## src/design/periph_pkg.sv

```systemverilog
package periph_pkg;

    // ----------------------------------------
    // bus widths and types
    // ----------------------------------------
    localparam int AddrWidth = 16;
    localparam int DataWidth = 32;
    localparam int PrioWidth = 3;
    localparam int OffWidth  = 12;

    typedef logic [AddrWidth-1:0] addr_t;
    typedef logic [DataWidth-1:0] data_t;
    typedef logic [PrioWidth-1:0] prio_t;
    typedef logic [OffWidth-1:0]  off_t;
    typedef logic [AddrWidth-OffWidth-1:0] region_t;

    // region code sits in the top address nibble
    localparam region_t RegionPlic  = 4'h0;
    localparam region_t RegionTimer = 4'h1;

    // ----------------------------------------
    // register map
    // ----------------------------------------
    localparam off_t OffPrioBase  = 12'h000;
    localparam off_t OffPending   = 12'h080;
    localparam off_t OffEnable    = 12'h100;
    localparam off_t OffThreshold = 12'h200;
    localparam off_t OffClaim     = 12'h204;

    localparam int   TimerStride = 16;
    localparam off_t OffCtrl     = 12'h000;
    localparam off_t OffCount    = 12'h004;
    localparam off_t OffCompare  = 12'h008;

    // read data for unmapped regions
    localparam data_t ErrData = 32'hDEAD_BEEF;

endpackage
```

## src/design/periph_top.sv

```systemverilog
`timescale 1ns/1ns

module periph_top
    import periph_pkg::*;
#(
    parameter int ReqDepth  = 2,
    parameter int NumTimers = 2,
    parameter int NumExtIrq = 2
) (
    input  logic                 clk_i,
    input  logic                 rst_i,
    input  logic                 req_valid_i,
    output logic                 req_ready_o,
    input  addr_t                req_addr_i,
    input  logic                 req_write_i,
    input  data_t                req_wdata_i,
    output logic                 rsp_valid_o,
    input  logic                 rsp_ready_i,
    output data_t                rsp_rdata_o,
    output logic                 rsp_err_o,
    input  logic [NumExtIrq-1:0] ext_irq_i,
    output logic                 irq_o
);

    localparam int NumSrc = NumTimers + NumExtIrq;

    logic  fifo_valid;
    logic  fifo_ready;
    addr_t fifo_addr;
    logic  fifo_write;
    data_t fifo_wdata;

    logic  timer_sel;
    logic  plic_sel;
    logic  bus_we;
    off_t  bus_offset;
    data_t bus_wdata;
    data_t timer_rdata;
    data_t plic_rdata;

    logic [NumTimers-1:0] tmr_irq;
    logic [NumSrc-1:0]    irq_src;

    // timers take the low source indices
    assign irq_src = {ext_irq_i, tmr_irq};

    periph_req_fifo #(
        .ReqDepth ( ReqDepth )
    ) periph_req_fifo_inst (
        .clk_i       ( clk_i       ),
        .rst_i       ( rst_i       ),
        .in_valid_i  ( req_valid_i ),
        .in_ready_o  ( req_ready_o ),
        .in_addr_i   ( req_addr_i  ),
        .in_write_i  ( req_write_i ),
        .in_wdata_i  ( req_wdata_i ),
        .out_valid_o ( fifo_valid  ),
        .out_ready_i ( fifo_ready  ),
        .out_addr_o  ( fifo_addr   ),
        .out_write_o ( fifo_write  ),
        .out_wdata_o ( fifo_wdata  )
    );

    periph_decode periph_decode_inst (
        .clk_i         ( clk_i       ),
        .rst_i         ( rst_i       ),
        .in_valid_i    ( fifo_valid  ),
        .in_ready_o    ( fifo_ready  ),
        .in_addr_i     ( fifo_addr   ),
        .in_write_i    ( fifo_write  ),
        .in_wdata_i    ( fifo_wdata  ),
        .timer_sel_o   ( timer_sel   ),
        .plic_sel_o    ( plic_sel    ),
        .we_o          ( bus_we      ),
        .offset_o      ( bus_offset  ),
        .wdata_o       ( bus_wdata   ),
        .timer_rdata_i ( timer_rdata ),
        .plic_rdata_i  ( plic_rdata  ),
        .rsp_valid_o   ( rsp_valid_o ),
        .rsp_ready_i   ( rsp_ready_i ),
        .rsp_rdata_o   ( rsp_rdata_o ),
        .rsp_err_o     ( rsp_err_o   )
    );

    periph_timer #(
        .NumTimers ( NumTimers )
    ) periph_timer_inst (
        .clk_i    ( clk_i       ),
        .rst_i    ( rst_i       ),
        .sel_i    ( timer_sel   ),
        .we_i     ( bus_we      ),
        .offset_i ( bus_offset  ),
        .wdata_i  ( bus_wdata   ),
        .rdata_o  ( timer_rdata ),
        .irq_o    ( tmr_irq     )
    );

    periph_plic #(
        .NumSrc ( NumSrc )
    ) periph_plic_inst (
        .clk_i    ( clk_i      ),
        .rst_i    ( rst_i      ),
        .sel_i    ( plic_sel   ),
        .we_i     ( bus_we     ),
        .offset_i ( bus_offset ),
        .wdata_i  ( bus_wdata  ),
        .rdata_o  ( plic_rdata ),
        .src_i    ( irq_src    ),
        .irq_o    ( irq_o      )
    );

endmodule

```

## src/design/periph_plic.sv

```systemverilog
`timescale 1ns/1ns

module periph_plic
    import periph_pkg::*;
#(
    parameter int NumSrc = 4
) (
    input  logic              clk_i,
    input  logic              rst_i,
    input  logic              sel_i,
    input  logic              we_i,
    input  off_t              offset_i,
    input  data_t             wdata_i,
    output data_t             rdata_o,
    input  logic [NumSrc-1:0] src_i,
    output logic              irq_o
);

    localparam int IdxWidth = (NumSrc > 1) ? $clog2(NumSrc) : 1;
    localparam int IdWidth  = $clog2(NumSrc + 1);

    prio_t             prio_q [NumSrc];
    logic [NumSrc-1:0] enable_q;
    prio_t             threshold_q;
    logic [NumSrc-1:0] in_service_q;

    logic [NumSrc-1:0]   eligible;
    prio_t               best_prio;
    logic [IdxWidth-1:0] best_idx;
    logic [IdWidth-1:0]  claim_id;
    logic                wr_en;
    logic                claim_rd;
    logic                complete_wr;

    assign wr_en       = sel_i && we_i;
    assign claim_rd    = sel_i && !we_i && (offset_i == OffClaim);
    assign complete_wr = wr_en && (offset_i == OffClaim);

    // ----------------------------------------
    // eligibility and arbitration
    // ----------------------------------------
    always_comb begin
        for (int i = 0; i < NumSrc; i++) begin
            eligible[i] = src_i[i] && enable_q[i] && !in_service_q[i]
                          && (prio_q[i] > threshold_q);
        end
    end

    // strict compare keeps the lowest index on a tie
    always_comb begin
        best_prio = '0;
        best_idx  = '0;
        for (int i = 0; i < NumSrc; i++) begin
            if (eligible[i] && prio_q[i] > best_prio) begin
                best_prio = prio_q[i];
                best_idx  = IdxWidth'(i);
            end
        end
    end

    assign irq_o    = |eligible;
    assign claim_id = irq_o ? IdWidth'(best_idx) + 1'b1 : '0;

    // ----------------------------------------
    // registers
    // ----------------------------------------
    always_ff @(posedge clk_i) begin
        if (rst_i) begin
            enable_q     <= '0;
            threshold_q  <= '0;
            in_service_q <= '0;
            for (int i = 0; i < NumSrc; i++) begin
                prio_q[i] <= '0;
            end
        end else begin
            for (int i = 0; i < NumSrc; i++) begin
                if (wr_en && offset_i == off_t'(OffPrioBase + 4 * i)) begin
                    prio_q[i] <= wdata_i[PrioWidth-1:0];
                end
                if (claim_rd && irq_o && best_idx == IdxWidth'(i)) begin
                    in_service_q[i] <= 1'b1;
                end else if (complete_wr && wdata_i == data_t'(i + 1)) begin
                    in_service_q[i] <= 1'b0;
                end
            end
            if (wr_en && offset_i == OffEnable) begin
                enable_q <= wdata_i[NumSrc-1:0];
            end
            if (wr_en && offset_i == OffThreshold) begin
                threshold_q <= wdata_i[PrioWidth-1:0];
            end
        end
    end

    always_comb begin
        rdata_o = '0;
        for (int i = 0; i < NumSrc; i++) begin
            if (offset_i == off_t'(OffPrioBase + 4 * i)) begin
                rdata_o = data_t'(prio_q[i]);
            end
        end
        case (offset_i)
            OffPending:   rdata_o = data_t'(src_i);
            OffEnable:    rdata_o = data_t'(enable_q);
            OffThreshold: rdata_o = data_t'(threshold_q);
            OffClaim:     rdata_o = data_t'(claim_id);
            default:      ;
        endcase
    end

endmodule

```

## src/design/periph_timer.sv

```systemverilog
`timescale 1ns/1ns

module periph_timer
    import periph_pkg::*;
#(
    parameter int NumTimers = 2
) (
    input  logic                 clk_i,
    input  logic                 rst_i,
    input  logic                 sel_i,
    input  logic                 we_i,
    input  off_t                 offset_i,
    input  data_t                wdata_i,
    output data_t                rdata_o,
    output logic [NumTimers-1:0] irq_o
);

    localparam int StrideBits = $clog2(TimerStride);

    logic [OffWidth-StrideBits-1:0] grp;
    logic [StrideBits-1:0]          word;
    logic                           wr_en;

    logic [NumTimers-1:0] en_q;
    data_t                count_q [NumTimers];
    data_t                cmp_q   [NumTimers];

    // group index and register within the group
    assign grp   = offset_i[OffWidth-1:StrideBits];
    assign word  = offset_i[StrideBits-1:0];
    assign wr_en = sel_i && we_i;

    always_ff @(posedge clk_i) begin
        if (rst_i) begin
            en_q <= '0;
            for (int i = 0; i < NumTimers; i++) begin
                count_q[i] <= '0;
                cmp_q[i]   <= '0;
            end
        end else begin
            for (int i = 0; i < NumTimers; i++) begin
                if (wr_en && grp == i && word == StrideBits'(OffCtrl)) begin
                    en_q[i] <= wdata_i[0];
                end
                // software write wins over the increment
                if (wr_en && grp == i && word == StrideBits'(OffCount)) begin
                    count_q[i] <= wdata_i;
                end else if (en_q[i]) begin
                    count_q[i] <= count_q[i] + 1'b1;
                end
                if (wr_en && grp == i && word == StrideBits'(OffCompare)) begin
                    cmp_q[i] <= wdata_i;
                end
            end
        end
    end

    always_comb begin
        rdata_o = '0;
        for (int i = 0; i < NumTimers; i++) begin
            if (grp == i) begin
                case (word)
                    StrideBits'(OffCtrl):    rdata_o = data_t'(en_q[i]);
                    StrideBits'(OffCount):   rdata_o = count_q[i];
                    StrideBits'(OffCompare): rdata_o = cmp_q[i];
                    default:                 rdata_o = '0;
                endcase
            end
        end
    end

    // level interrupt per timer
    always_comb begin
        for (int i = 0; i < NumTimers; i++) begin
            irq_o[i] = en_q[i] && (count_q[i] >= cmp_q[i]);
        end
    end

endmodule

```

## src/design/periph_decode.sv

```systemverilog
`timescale 1ns/1ns

module periph_decode
    import periph_pkg::*;
(
    input  logic  clk_i,
    input  logic  rst_i,
    input  logic  in_valid_i,
    output logic  in_ready_o,
    input  addr_t in_addr_i,
    input  logic  in_write_i,
    input  data_t in_wdata_i,
    output logic  timer_sel_o,
    output logic  plic_sel_o,
    output logic  we_o,
    output off_t  offset_o,
    output data_t wdata_o,
    input  data_t timer_rdata_i,
    input  data_t plic_rdata_i,
    output logic  rsp_valid_o,
    input  logic  rsp_ready_i,
    output data_t rsp_rdata_o,
    output logic  rsp_err_o
);

    region_t region;
    logic    hit_timer;
    logic    hit_plic;
    logic    pop;
    data_t   rdata_d;

    logic    rsp_valid_q;
    data_t   rsp_rdata_q;
    logic    rsp_err_q;

    // ----------------------------------------
    // region decode
    // ----------------------------------------
    assign region    = in_addr_i[AddrWidth-1:OffWidth];
    assign hit_timer = (region == RegionTimer);
    assign hit_plic  = (region == RegionPlic);

    // pop when the response slot is free or draining this cycle
    assign in_ready_o = !rsp_valid_q || rsp_ready_i;
    assign pop        = in_valid_i && in_ready_o;

    // unmapped accesses strobe nobody
    assign timer_sel_o = pop && hit_timer;
    assign plic_sel_o  = pop && hit_plic;
    assign we_o        = in_write_i;
    assign offset_o    = in_addr_i[OffWidth-1:0];
    assign wdata_o     = in_wdata_i;

    always_comb begin
        if (!hit_timer && !hit_plic) begin
            rdata_d = ErrData;
        end else if (in_write_i) begin
            rdata_d = '0;
        end else if (hit_timer) begin
            rdata_d = timer_rdata_i;
        end else begin
            rdata_d = plic_rdata_i;
        end
    end

    // ----------------------------------------
    // response register
    // ----------------------------------------
    always_ff @(posedge clk_i) begin
        if (rst_i) begin
            rsp_valid_q <= 1'b0;
        end else if (pop) begin
            rsp_valid_q <= 1'b1;
        end else if (rsp_ready_i) begin
            rsp_valid_q <= 1'b0;
        end
    end

    always_ff @(posedge clk_i) begin
        if (pop) begin
            rsp_rdata_q <= rdata_d;
            rsp_err_q   <= !hit_timer && !hit_plic;
        end
    end

    assign rsp_valid_o = rsp_valid_q;
    assign rsp_rdata_o = rsp_rdata_q;
    assign rsp_err_o   = rsp_err_q;

endmodule

```

## src/design/periph_req_fifo.sv

```systemverilog
`timescale 1ns/1ns

module periph_req_fifo
    import periph_pkg::*;
#(
    parameter int ReqDepth = 2
) (
    input  logic  clk_i,
    input  logic  rst_i,
    input  logic  in_valid_i,
    output logic  in_ready_o,
    input  addr_t in_addr_i,
    input  logic  in_write_i,
    input  data_t in_wdata_i,
    output logic  out_valid_o,
    input  logic  out_ready_i,
    output addr_t out_addr_o,
    output logic  out_write_o,
    output data_t out_wdata_o
);

    localparam int PtrWidth = (ReqDepth > 1) ? $clog2(ReqDepth) : 1;
    localparam int CntWidth = $clog2(ReqDepth + 1);

    addr_t addr_mem  [ReqDepth];
    logic  write_mem [ReqDepth];
    data_t wdata_mem [ReqDepth];

    logic [PtrWidth-1:0] wr_ptr_q;
    logic [PtrWidth-1:0] rd_ptr_q;
    logic [CntWidth-1:0] count_q;
    logic                full;
    logic                push;
    logic                pop;

    assign full        = (count_q == CntWidth'(ReqDepth));
    // a full buffer still takes a new entry when the head leaves
    assign in_ready_o  = !full || out_ready_i;
    assign out_valid_o = (count_q != '0);
    assign push        = in_valid_i && in_ready_o;
    assign pop         = out_valid_o && out_ready_i;

    assign out_addr_o  = addr_mem[rd_ptr_q];
    assign out_write_o = write_mem[rd_ptr_q];
    assign out_wdata_o = wdata_mem[rd_ptr_q];

    always_ff @(posedge clk_i) begin
        if (push) begin
            addr_mem[wr_ptr_q]  <= in_addr_i;
            write_mem[wr_ptr_q] <= in_write_i;
            wdata_mem[wr_ptr_q] <= in_wdata_i;
        end
    end

    always_ff @(posedge clk_i) begin
        if (rst_i) begin
            wr_ptr_q <= '0;
            rd_ptr_q <= '0;
            count_q  <= '0;
        end else begin
            if (push) begin
                wr_ptr_q <= (wr_ptr_q == PtrWidth'(ReqDepth - 1)) ? '0 : wr_ptr_q + 1'b1;
            end
            if (pop) begin
                rd_ptr_q <= (rd_ptr_q == PtrWidth'(ReqDepth - 1)) ? '0 : rd_ptr_q + 1'b1;
            end
            if (push && !pop) begin
                count_q <= count_q + 1'b1;
            end else if (pop && !push) begin
                count_q <= count_q - 1'b1;
            end
        end
    end

endmodule

```

## config.mk

```make
export PLATFORM = sky130hd
export DESIGN_NAME = periph_top
export DESIGN_NICKNAME = d
export VERILOG_FILES = /design/src/design/periph_pkg.sv /design/src/design/periph_top.sv /design/src/design/periph_plic.sv /design/src/design/periph_timer.sv /design/src/design/periph_decode.sv /design/src/design/periph_req_fifo.sv
export SDC_FILE = /design/constraint.sdc
export NUM_CORES = 1
export LEC_CHECK = 0
export BUFFER_PORTS_ARGS = -buffer_cell sky130_fd_sc_hd__buf_2
export CORE_ASPECT_RATIO = 1.4
export CORE_MARGIN = 3
export CORE_UTILIZATION = 35
export CTS_CLUSTER_SIZE = 30
export DETAILED_ROUTE_END_ITERATION = 16
export GPL_TIMING_DRIVEN = 0
export SLEW_MARGIN = 10
export SYNTH_ARGS = -nofsm -noshare
export SYNTH_HDL_FRONTEND = slang
export SYNTH_SLANG_ARGS = --single-unit
```

## constraint.sdc

```tcl
create_clock -name clk_i -period 5.7 [get_ports clk_i]
set_input_delay 0.57 -clock clk_i [delete_from_list [all_inputs] [get_ports clk_i]]
set_output_delay 0.57 -clock clk_i [all_outputs]
set_load 0.02 [all_outputs]
```

== Word-level counts from Yosys, hierarchy flattened ==
Memories as Yosys holds them, arrays and structs flattened. A register that Yosys moved wholly into a read port is not among the register bits.
Index checks and enable logic that the tools add are counted.
Operators by class
  add/sub/neg operators: 7
  muxes and demuxes: 84
  $lt $le $gt $ge: 10
  equality and inequality tests: 19
  bitwise gates (word level): 10
  reduce and logical (&&, ||, !) cells: 80
Operators with widths (count)
  32-bit two-way mux: 10
  32-bit one-hot mux with 3 select lines: 2
  32-bit by 1-bit adder with 32-bit output, second input constant: 2
  32-bit by 2-bit equality test with 1-bit output, second input constant: 2
  32-bit >= comparator: 2
  1-bit two-way mux: 55
  1-bit logical AND: 53
  3-bit two-way mux: 12
  32-bit by 1-bit equality test with 1-bit output, second input constant: 1
  32-bit by 3-bit equality test with 1-bit output, second input constant: 1
  12-bit by 10-bit equality test with 1-bit output, second input constant: 2
  12-bit by 4-bit equality test with 1-bit output, second input constant: 2
  3-bit greater-than comparator: 7
  4-bit one-hot mux with 4 select lines: 1
  2-bit nonzero test: 7
  12-bit by 3-bit equality test with 1-bit output, second input constant: 1
  12-bit by 8-bit equality test with 1-bit output, second input constant: 1
  12-bit by 9-bit equality test with 1-bit output, second input constant: 1
  12-bit logical NOT: 1
  1-bit logical NOT: 11
  1-bit bitwise OR: 10
  8-bit by 1-bit equality test with 1-bit output, second input constant: 1
  4-bit logical NOT: 2
  8-bit logical NOT: 1
  15 further kinds: 22
Word-level totals
  output and inout port bits: 36
  memories kept: 6
  bits in writable memories: 238
  input port bits: 55
  register bits after elaboration: 51
  logic and storage cells: 231
Memory list
  periph_req_fifo_inst.wdata_mem: words 2, bits a word 32, rd ports 1, clocked after Yosys merged registers in 1, wr ports 1, line periph_req_fifo.sv:27  | data_t wdata_mem [ReqDepth];
  periph_timer_inst.cmp_q: words 2, bits a word 32, rd ports 2, clocked after Yosys merged registers in 0, wr ports 2, line periph_timer.sv:26  | data_t cmp_q [NumTimers];
  periph_timer_inst.count_q: words 2, bits a word 32, rd ports 2, clocked after Yosys merged registers in 0, wr ports 2, line periph_timer.sv:25  | data_t count_q [NumTimers];
  periph_req_fifo_inst.addr_mem: words 2, bits a word 16, rd ports 1, clocked after Yosys merged registers in 1, wr ports 1, line periph_req_fifo.sv:25  | addr_t addr_mem [ReqDepth];
  periph_plic_inst.prio_q: words 4, bits a word 3, rd ports 4, clocked after Yosys merged registers in 0, wr ports 4, line periph_plic.sv:22  | prio_t prio_q [NumSrc];
  periph_req_fifo_inst.write_mem: words 2, bits a word 1, rd ports 1, clocked after Yosys merged registers in 1, wr ports 1, line periph_req_fifo.sv:26  | logic write_mem [ReqDepth];

== Longest topological paths before layout ==
Gate-level depths: netlist (run 1).
An unclocked memory read counts as a cell.
  depth after elaboration: 22
  mapped depth: 34
  mapped depth without buffers: 34

== Hierarchy ==
A second synthesis (run 1) with hierarchy kept.
Second synthesis, totals
  cells, all modules: 1487
  area total of the unflattened synthesis: 16834.9 um^2
By module, submodules not included
  periph_timer: cells an instance 880, sequential area each 3883.7 um^2, times used 1, area an instance 8788.4 um^2
  periph_req_fifo: cells an instance 177, sequential area each 3042.9 um^2, times used 1, area an instance 3764.9 um^2
  periph_plic: cells an instance 269, sequential area each 580.6 um^2, times used 1, area an instance 2347.3 um^2
  periph_decode: cells an instance 161, sequential area each 1011.0 um^2, times used 1, area an instance 1934.4 um^2

== Worst setup path before layout (run 1) ==
No wires, ideal clock.
  path kind: register to register
  start: memory periph_timer_inst.count_q[0][20] in the netlist's numbering
  end: register periph_decode_inst.rsp_rdata_q[2], in the netlist periph_decode_inst.rsp_rdata_o[2] (data pin)
  arrival: 5.490 ns
  clock period less this slack: 5.754 ns
  stages on the path, launching flop included: 32
  required time: 5.436 ns
  setup slack: -0.054 ns
  path through: edfxtp_1 > ha_1 > nand4_1 > or4_1 > a21o_1 > or2_0 > o22ai_1 > nand2_1 > ha_1 > a21o_1 > a21oi_1 > a31oi_1 > nand2_1 > nor2_1 > mux2_2 > ha_1 > nor2b_1 > o21ai_0 > nand2b_1 > nand3_1 > nor2_1 > a21o_1 > ha_1 > a21o_1 > a21oi_1 > a31oi_1 > nand2_1 > o31a_1 > inv_1 > ha_1 > a311oi_1 > a21oi_1
RTL lines
  start, declared: line periph_timer.sv:25
  end signal, assigned: line periph_decode.sv:81  | rsp_rdata_q <= rdata_d;
  end, declared: line periph_decode.sv:33  | data_t rsp_rdata_q;

==> qor.csv, run 1 <==
metric,value,unit
status,"complete, but fails checks",
violations,negative setup slack,
hold_ws,0.175,ns
async_flop_share,0,%
cp-start-kind,flop,
drc,0,
io_pins,91,
synth_edf_count,271,
ys_seq_area_share,55.2,%
ys_ff_latch,290,
grt_use_total,18.9,%
required,6.08,ns
power.density,309,nW/um^2
setup_ws,-0.513,ns
io_buffers,90,
worstPathArrival,6.59,ns
clk_root_buffer_cell,clkbuf_16,
die_w,184,um
ys_types,70,
dr.pass1.iters,6,
max_freq,161,MHz
fp-row-count,90,
worst-setup-path-type,flop to flop,
cts_buffers,29,
crit_path_end_kind,flop,
antennaDiodeCount,0,
synth_flop_cell,edfxtp_1,
core,43400,um^2
hpwl,34000,um
worst_pin_slew,0.945,ns
setup_viol,7,
maxCapViolCount,0,
instances_no_fill,2044,
total_power,5.63,mW
first_iter_violations,925,
cp_slowest_cell,or4_4,
cts_buffer_depth,3,
drt_wl_total,44800,um
fin_crit,6.21,ns
rsz0062_at_grt,yes,
grt_overflow,0,
grt_antenna_before_repair,0,
cpMostUsedCell,buf_4,
via_count,11489,
grt_pass1_vias,11499,
met2_usage,32.9,%
fillers,4006,
synth.avg_cell_area,11.8,um^2
floorplan.die.height,255,um
finalClockSkew,0.0252,ns
start_util,35.6,%
reg2reg_setup_slack,-0.51,ns
syn_to_final_growth,18.1,%
synth_warnings,0,
dieArea,46700,um^2
max_stage_delay,0.56,ns
utilization,42.1,%
placed_cell_area,16700,um^2
ant_nets,0,
hold_viol_final,0,
post-route-period-util,109,%
via_per_inst,5.62,
insertion_delay,0.59,ns
synth_area,15400,um^2
clkTransAtPathRegs,0.07,ns
finalNetCount,1619,
grt_pass1_wl,67900,um
cts.sinks,290,
ir_drop,228,uV
place_inst,1955,
grt-busiest-layer,met2,
wire_per_inst,21.9,um
final_area,18200,um^2
htreeDepth,1,
gp_congestion,0.910,
final_cell_mix,"271 x edfxtp_1, 119 x nor2_1, 106 x buf_2, 92 x inv_1, 79 x ha_1",
pre_cts_ws,-1.22,ns
p_leak,6.49,nW
mostFrequentLayoutCell,edfxtp_1,
syn_nets,1455,
cp_max_fo,4,
hp-class,primary input to flop,
drive_gt1_share,19.5,%
fin_tns_setup,-3.13,ns
rr_worst_depth,32,
cts_tree,done,
maxSlewViolCount,0,
grt_max_degree,36,
use_met1,23.3,%
synth_cells,1308,
use_met3,2.90,%
slew_headroom,36.4,%
min_path_cells,1,
[cell usage after synthesis, types with 3 or more instances]
library cell | count | area [um^2]
nand3b_1 | 5 | 37.5
nand3_1 | 33 | 165
nand2b_1 | 10 | 62.6
mux2i_1 | 38 | 380
or3_1 | 9 | 56.3
o31ai_1 | 4 | 30.0
or2_1 | 3 | 18.8
edfxtp_1 | 271 | 8140
o211ai_1 | 4 | 30.0
o22ai_2 | 17 | 213
or4_1 | 5 | 37.5
nor4_1 | 8 | 50.1
dfxtp_1 | 19 | 380
nor2b_1 | 6 | 37.5
buf_2 | 16 | 80.1
a311oi_1 | 7 | 61.3
and2_1 | 4 | 25.0
and3_1 | 21 | 131
nand2_1 | 79 | 297
a21o_1 | 18 | 135
nor2_1 | 121 | 454
o22ai_1 | 14 | 87.6
o21a_1 | 4 | 30.0
xnor2_1 | 37 | 324
a31oi_1 | 3 | 18.8
a222oi_1 | 35 | 350
inv_1 | 95 | 357
ha_1 | 92 | 1150
buf_6 | 4 | 45.0
and4_1 | 4 | 35.0
or2_2 | 3 | 18.8
clkbuf_1 | 28 | 105
xor2_1 | 28 | 245
buf_1 | 4 | 15.0
nor3_1 | 19 | 95.1
nand4_1 | 19 | 119
a21oi_1 | 51 | 255
a22o_1 | 28 | 245
o21ai_0 | 52 | 260
a211oi_1 | 27 | 203
mux2_2 | 14 | 158
a221oi_1 | 10 | 87.6
[kinds of logic after synthesis]
logic type / after synthesis / share of synthesized area [%]
compound gates: 295 / 14.2
xor+xnor: 65 / 3.69
fa+ha+maj: 92 / 7.45
buf+inv: 148 / 3.95
flops: 290 / 55.2
simple gates: 365 / 12.0
mux: 53 / 3.57
[area by class of cell]
cell class                      instances  area, um^2  area share, %
Inverter                               95         357           1.96
Multi-Input combinational cell        870        6630           36.4
Clock buffer                           32         737           4.04
Clock inverter                         19         189           1.04
Tap cell                              552         691           3.79
Timing Repair Buffer                  133         862           4.73
Sequential cell                       290        8520           46.7
Buffer                                 53         253           1.39
[state kept, by name, summed over array words and instances (netlist names), named ones only]
name                            count
periph_req_fifo_inst.wdata_mem     64
periph_timer_inst.cmp_q            64
periph_timer_inst.count_q          64
periph_decode_inst.rsp_rdata_o     32
periph_req_fifo_inst.addr_mem      32
periph_plic_inst.prio_q            12
periph_plic_inst.enable_q           4
periph_plic_inst.in_service_q       4
periph_plic_inst.threshold_q        3
periph_req_fifo_inst.count_q        2
periph_req_fifo_inst.write_mem      2
periph_timer_inst.en_q              2
periph_decode_inst.rsp_err_o        1
periph_decode_inst.rsp_valid_o      1
periph_req_fifo_inst.rd_ptr_q       1
periph_req_fifo_inst.wr_ptr_q       1
[routing by layer]
layer,vias up,routed length (um)
li1,5322,-
met5,-,0
met1,5594,17800
met4,0,1910
met3,114,3130
met2,459,21900
[power by group]
part	internal (mW)	switching, mW	leakage, nW
registers	2.54	0.0876	2.80
logic	0.347	0.734	3.24
clock network	1.07	0.855	0.447
[timing repair]
action	in CTS	in global routing
setup buffers	37	4
setup endpoints to repair	7	7
hold endpoints to repair	0	0
pin swaps	23	14
gates resized for setup	31	22
hold buffers	0	0
[worst paths after layout]
path | start | to
worst max-delay path | periph_timer_inst.count_q[0][24] | periph_decode_inst.rsp_rdata_o[1]
worst min-delay path | req_addr_i[15] | periph_req_fifo_inst.addr_mem[0][15]
worst max register to register | periph_timer_inst.count_q[0][24] | periph_decode_inst.rsp_rdata_o[1]
worst min register to register | periph_plic_inst.in_service_q[3] | periph_plic_inst.in_service_q[3]
[critical path, delay by kind of cell, from the launching register on]
kind	cells	cell delay [ns]
adders and majority gates	3	0.85
DFF	1	0.49
AOI/OAI and AO/OA	7	1.31
buffers and inverters	17	2.11
and+or+nand+nor	5	1.22
Power figures use the tool's default switching activity.
==> run 2: changes to the inputs <==
--- a/config.mk
+++ b/config.mk
@@ -8,7 +8,7 @@
 export BUFFER_PORTS_ARGS = -buffer_cell sky130_fd_sc_hd__buf_2
 export CORE_ASPECT_RATIO = 1.4
 export CORE_MARGIN = 3
-export CORE_UTILIZATION = 35
+export CORE_UTILIZATION = 43
 export CTS_CLUSTER_SIZE = 30
 export DETAILED_ROUTE_END_ITERATION = 16
 export GPL_TIMING_DRIVEN = 0
==> qor.csv, run 2 (synthesized netlist as in run 1, its figures left out) <==
metric,value,unit
grt_pass1_vias,11603,
power.density,318,nW/um^2
fillers,3039,
dr.pass1.iters,6,
die_w,166,um
worstPathArrival,6.54,ns
insertion_delay,0.59,ns
first_iter_violations,1077,
violations,negative setup slack,
io_buffers,90,
placed_cell_area,16600,um^2
grt_use_total,22.9,%
via_per_inst,5.82,
final_cell_mix,"271 x edfxtp_1, 119 x nor2_1, 106 x buf_2, 91 x inv_1, 79 x ha_1",
worst_pin_slew,1.03,ns
total_power,5.81,mW
hold_viol_final,0,
htreeDepth,1,
setup_ws,-0.442,ns
grt_antenna_before_repair,4,
finalNetCount,1627,
cp-start-kind,flop,
pre_cts_ws,-1.18,ns
grt_overflow,0,
via_count,11410,
maxCapViolCount,0,
dieArea,38300,um^2
slew_headroom,29.5,%
finalClockSkew,0.0149,ns
wire_per_inst,22.7,um
grt_pass1_wl,67600,um
cts_buffer_depth,3,
max_freq,163,MHz
cts.sinks,290,
utilization,52.0,%
min_path_cells,1,
syn_to_final_growth,18.3,%
cpMostUsedCell,buf_4,
drt_wl_total,44600,um
crit_path_end_kind,flop,
core,35200,um^2
fin_crit,6.14,ns
gp_congestion,0.904,
rr_worst_depth,33,
hp-class,primary input to flop,
fp-row-count,81,
p_leak,6.56,nW
antennaDiodeCount,0,
worst-setup-path-type,flop to flop,
mostFrequentLayoutCell,edfxtp_1,
floorplan.die.height,230,um
final_area,18300,um^2
maxSlewViolCount,0,
grt_max_degree,36,
top_regs,"periph_req_fifo_inst.wdata_mem x64, periph_timer_inst.cmp_q x64, periph_timer_inst.count_q x64",
clk_root_buffer_cell,clkbuf_16,
cp_slowest_cell,or4_4,
required,6.09,ns
rsz0062_at_grt,yes,
setup_viol,7,
hpwl,33500,um
cts_tree,done,
start_util,43.9,%
cp_max_fo,5,
status,"complete, but fails checks",
cts_buffers,30,
drc,0,
ir_drop,336,uV
ant_nets,0,
io_pins,91,
post-route-period-util,108,%
clkTransAtPathRegs,0.07,ns
drive_gt1_share,20.4,%
max_stage_delay,0.54,ns
[run 2: worst paths after layout]
kind	from	endpoint	slack [ns]
worst max-delay path	periph_timer_inst.count_q[0][16]	periph_decode_inst.rsp_rdata_o[1]	-0.44
worst min-delay path	req_addr_i[0]	periph_req_fifo_inst.addr_mem[0][0]	0.17
worst max register to register	periph_timer_inst.count_q[0][16]	periph_decode_inst.rsp_rdata_o[1]	-0.44
worst min register to register	periph_plic_inst.in_service_q[0]	periph_plic_inst.in_service_q[0]	0.49
[run 2: what timing repair did]
| action | CTS | global route |
|---|---|---|
| setup buffers | 41 | 8 |
| setup endpoints to repair | 7 | 7 |
| pin swaps | 24 | 24 |
| gates cloned | 0 | 0 |
| resized for setup | 38 | 17 |
| hold buffers | 0 | 0 |
[run 2: area by class of cell]
type,count,area [um^2],share of cell area [%]
timing repair buffer,140,893,4.89
buffer,53,253,1.38
clock inverter,24,294,1.61
tap,456,571,3.12
inverter,95,357,1.95
sequential,290,8520,46.6
multi-input combinational,870,6630,36.3
clock buffer,32,758,4.15
[run 2: critical path, delay by kind of cell (launching register included)]
family	cells	cell delay [ns]
flops	1	0.46
simple gates	5	1.17
compound gates	7	1.31
buf+inv	18	2.19
fa+ha+maj	3	0.83
[run 2: stage by stage]
step                      hold slack (ns)  setup TNS (ns)  instances
after floorplan                     0.444               0       1308
after global placement              0.462           -5.47       1854
after detailed placement            0.469           -6.13       1857
after CTS                           0.150           -1.65       1952
after global routing                0.159           -3.97       1960
final                               0.172           -2.59       1960
[run 2: metal layers]
metal	wire (um)	vias to the layer above	GRT usage (%)
met5	26	-	0
met4	1960	4	10.3
met3	3100	114	3.97
met2	22400	445	40.5
met1	17100	5511	27.2
li1	-	5336	-
[run 2: power breakdown]
| part | internal (mW) | switching (mW) | total, mW |
|---|---|---|---|
| clock | 1.24 | 0.869 | 2.11 |
| sequential | 2.54 | 0.0845 | 2.62 |
| combinational | 0.332 | 0.741 | 1.07 |
==> run 3: changes to the inputs <==
--- a/config.mk
+++ b/config.mk
@@ -6,12 +6,15 @@
 export NUM_CORES = 1
 export LEC_CHECK = 0
 export BUFFER_PORTS_ARGS = -buffer_cell sky130_fd_sc_hd__buf_2
+export CELL_PAD_IN_SITES_DETAIL_PLACEMENT = 1
+export CELL_PAD_IN_SITES_GLOBAL_PLACEMENT = 1
 export CORE_ASPECT_RATIO = 1.4
 export CORE_MARGIN = 3
 export CORE_UTILIZATION = 43
 export CTS_CLUSTER_SIZE = 30
 export DETAILED_ROUTE_END_ITERATION = 16
 export GPL_TIMING_DRIVEN = 0
+export PLACE_DENSITY = 0.8
 export SLEW_MARGIN = 10
 export SYNTH_ARGS = -nofsm -noshare
 export SYNTH_HDL_FRONTEND = slang
==> qor.csv, run 3 (synthesized netlist as in run 1, its figures left out) <==
metric,value,unit
final_cell_mix,"271 x edfxtp_1, 118 x nor2_1, 106 x buf_2, 90 x inv_1, 76 x ha_1",
placed_cell_area,16600,um^2
insertion_delay,0.59,ns
grt_pass1_vias,12903,
violations,negative setup slack,
syn_to_final_growth,17.9,%
post-route-period-util,111,%
hold_viol_final,0,
pre_cts_ws,-1.49,ns
fin_crit,6.31,ns
swShare,29.8,%
setup_ws,-0.610,ns
maxSlewViolCount,0,
total_power,5.77,mW
crit_path_end_kind,flop,
start_util,43.9,%
cts.sinks,290,
finalClockSkew,0.0208,ns
power.switching,1.72,mW
cts_tree,done,
critPathLaunch,periph_timer_inst.count_q[0][30],
cp_max_fo,5,
rsz0062_at_grt,yes,
fp-row-count,81,
drc,0,
p_comb_share,19.5,%
worst-setup-path-type,flop to flop,
drt_wl_total,49800,um
first_iter_violations,971,
via_count,11952,
top_regs,"periph_req_fifo_inst.wdata_mem x64, periph_timer_inst.cmp_q x64, periph_timer_inst.count_q x64",
final_area,18200,um^2
max_freq,158,MHz
cts_buffer_depth,3,
worst_pin_slew,1.16,ns
status,"complete, but fails checks",
fin_tns_setup,-3.40,ns
cp-start-kind,flop,
floorplan.die.height,230,um
timing.rr.start,periph_timer_inst.count_q[0][30],
intPower,4.05,mW
instances_no_fill,1946,
cp_slowest_cell,or4_4,
grt_max_degree,36,
clk_root_buffer_cell,clkbuf_16,
p_clk_share,34.9,%
clkTransAtPathRegs,0.07,ns
grt_antenna_before_repair,0,
hp-class,primary input to flop,
io_buffers,90,
rr_worst_depth,31,
fillers,3667,
power.density,317,nW/um^2
cts_buffers,30,
p_leak,6.51,nW
gp_congestion,0.920,
r2r-end,periph_decode_inst.rsp_rdata_o[2],
htreeDepth,1,
hpwl,37300,um
grt_overflow,0,
worstPathArrival,6.61,ns
grt_use_total,25.5,%
mostFrequentLayoutCell,edfxtp_1,
place_inst,1860,
dieArea,38300,um^2
core,35200,um^2
setup_viol,7,
maxCapViolCount,0,
io_pins,91,
via_per_inst,6.14,
ir_drop,355,uV
hold_ws,0.172,ns
slew_headroom,21.8,%
antennaDiodeCount,0,
ant_nets,0,
finalNetCount,1613,
drive_gt1_share,19.9,%
required,6.00,ns
crit_end,periph_decode_inst.rsp_rdata_o[2],
reg2reg_setup_slack,-0.61,ns
wire_per_inst,25.6,um
max_stage_delay,0.57,ns
dr.pass1.iters,8,
grt_pass1_wl,75700,um
power_frac_seq,45.5,%
utilization,51.8,%
die_w,166,um
-- run 3: changes by cell type in the layout (fill, tap and decap cells not counted), sizes merged --
cell | previous run | this run
buf | 165 | 151
bufinv | 6 | 4
clkbuf | 60 | 62
clkinvlp | 3 | 4
inv | 96 | 95
-- run 3: routing by layer --
layer / wire length [um] / track usage [%]
met5: 0 / 0
met4: 2640 / 12.6
met3: 3170 / 3.90
met2: 25700 / 46.6
met1: 18300 / 28.8
-- run 3: cell type report --
class	instances	area, um^2	area share, %
inverter	95	357	1.96
clock buffer	34	776	4.26
timing repair buffer	126	826	4.53
clock inverter	22	226	1.24
tap	456	571	3.13
multi-input combinational	870	6680	36.7
sequential	290	8520	46.8
buffer	53	253	1.39
-- run 3: power groups by stage --
stage	sequential, mW	combinational [mW]	clock [mW]
6_report	2.63	1.13	2.02
5_1_grt	2.64	1.20	2.13
4_1_cts	2.63	1.12	2.04
3_5_place_dp	2.67	1.09	0
3_3_place_gp	2.67	1.02	0
2_1_floorplan	2.73	0.592	0
-- run 3: worst min path at each step --
stage / to / cells after the start / slack, ns / start
global placement: periph_plic_inst.in_service_q[3] / 2 / 0.48 / periph_plic_inst.in_service_q[3]
floorplan: periph_plic_inst.in_service_q[1] / 2 / 0.44 / periph_plic_inst.in_service_q[1]
detailed placement: periph_plic_inst.in_service_q[3] / 2 / 0.48 / periph_plic_inst.in_service_q[3]
CTS: periph_req_fifo_inst.wdata_mem[1][25] / 1 / 0.15 / req_wdata_i[25]
global route: periph_req_fifo_inst.addr_mem[1][8] / 1 / 0.16 / req_addr_i[8]
finish: periph_req_fifo_inst.wdata_mem[1][25] / 1 / 0.17 / req_wdata_i[25]
-- run 3: what timing repair did --
action	CTS	global route
pin swaps	17	12
resized for setup	36	26
setup endpoints to repair	7	7
buffers inserted	22	9
hold buffers	0	0
-- run 3: worst max-delay path: cells and delay by family (launching register included) --
kind	cells	cell delay, ns
flip-flops	1	0.42
AND/OR/NAND/NOR	11	2.04
adder cells (fa/ha/maj)	5	1.26
multiplexers	1	0.33
buffers and inverters	1	0.09
AO/OA/AOI/OAI	13	1.88
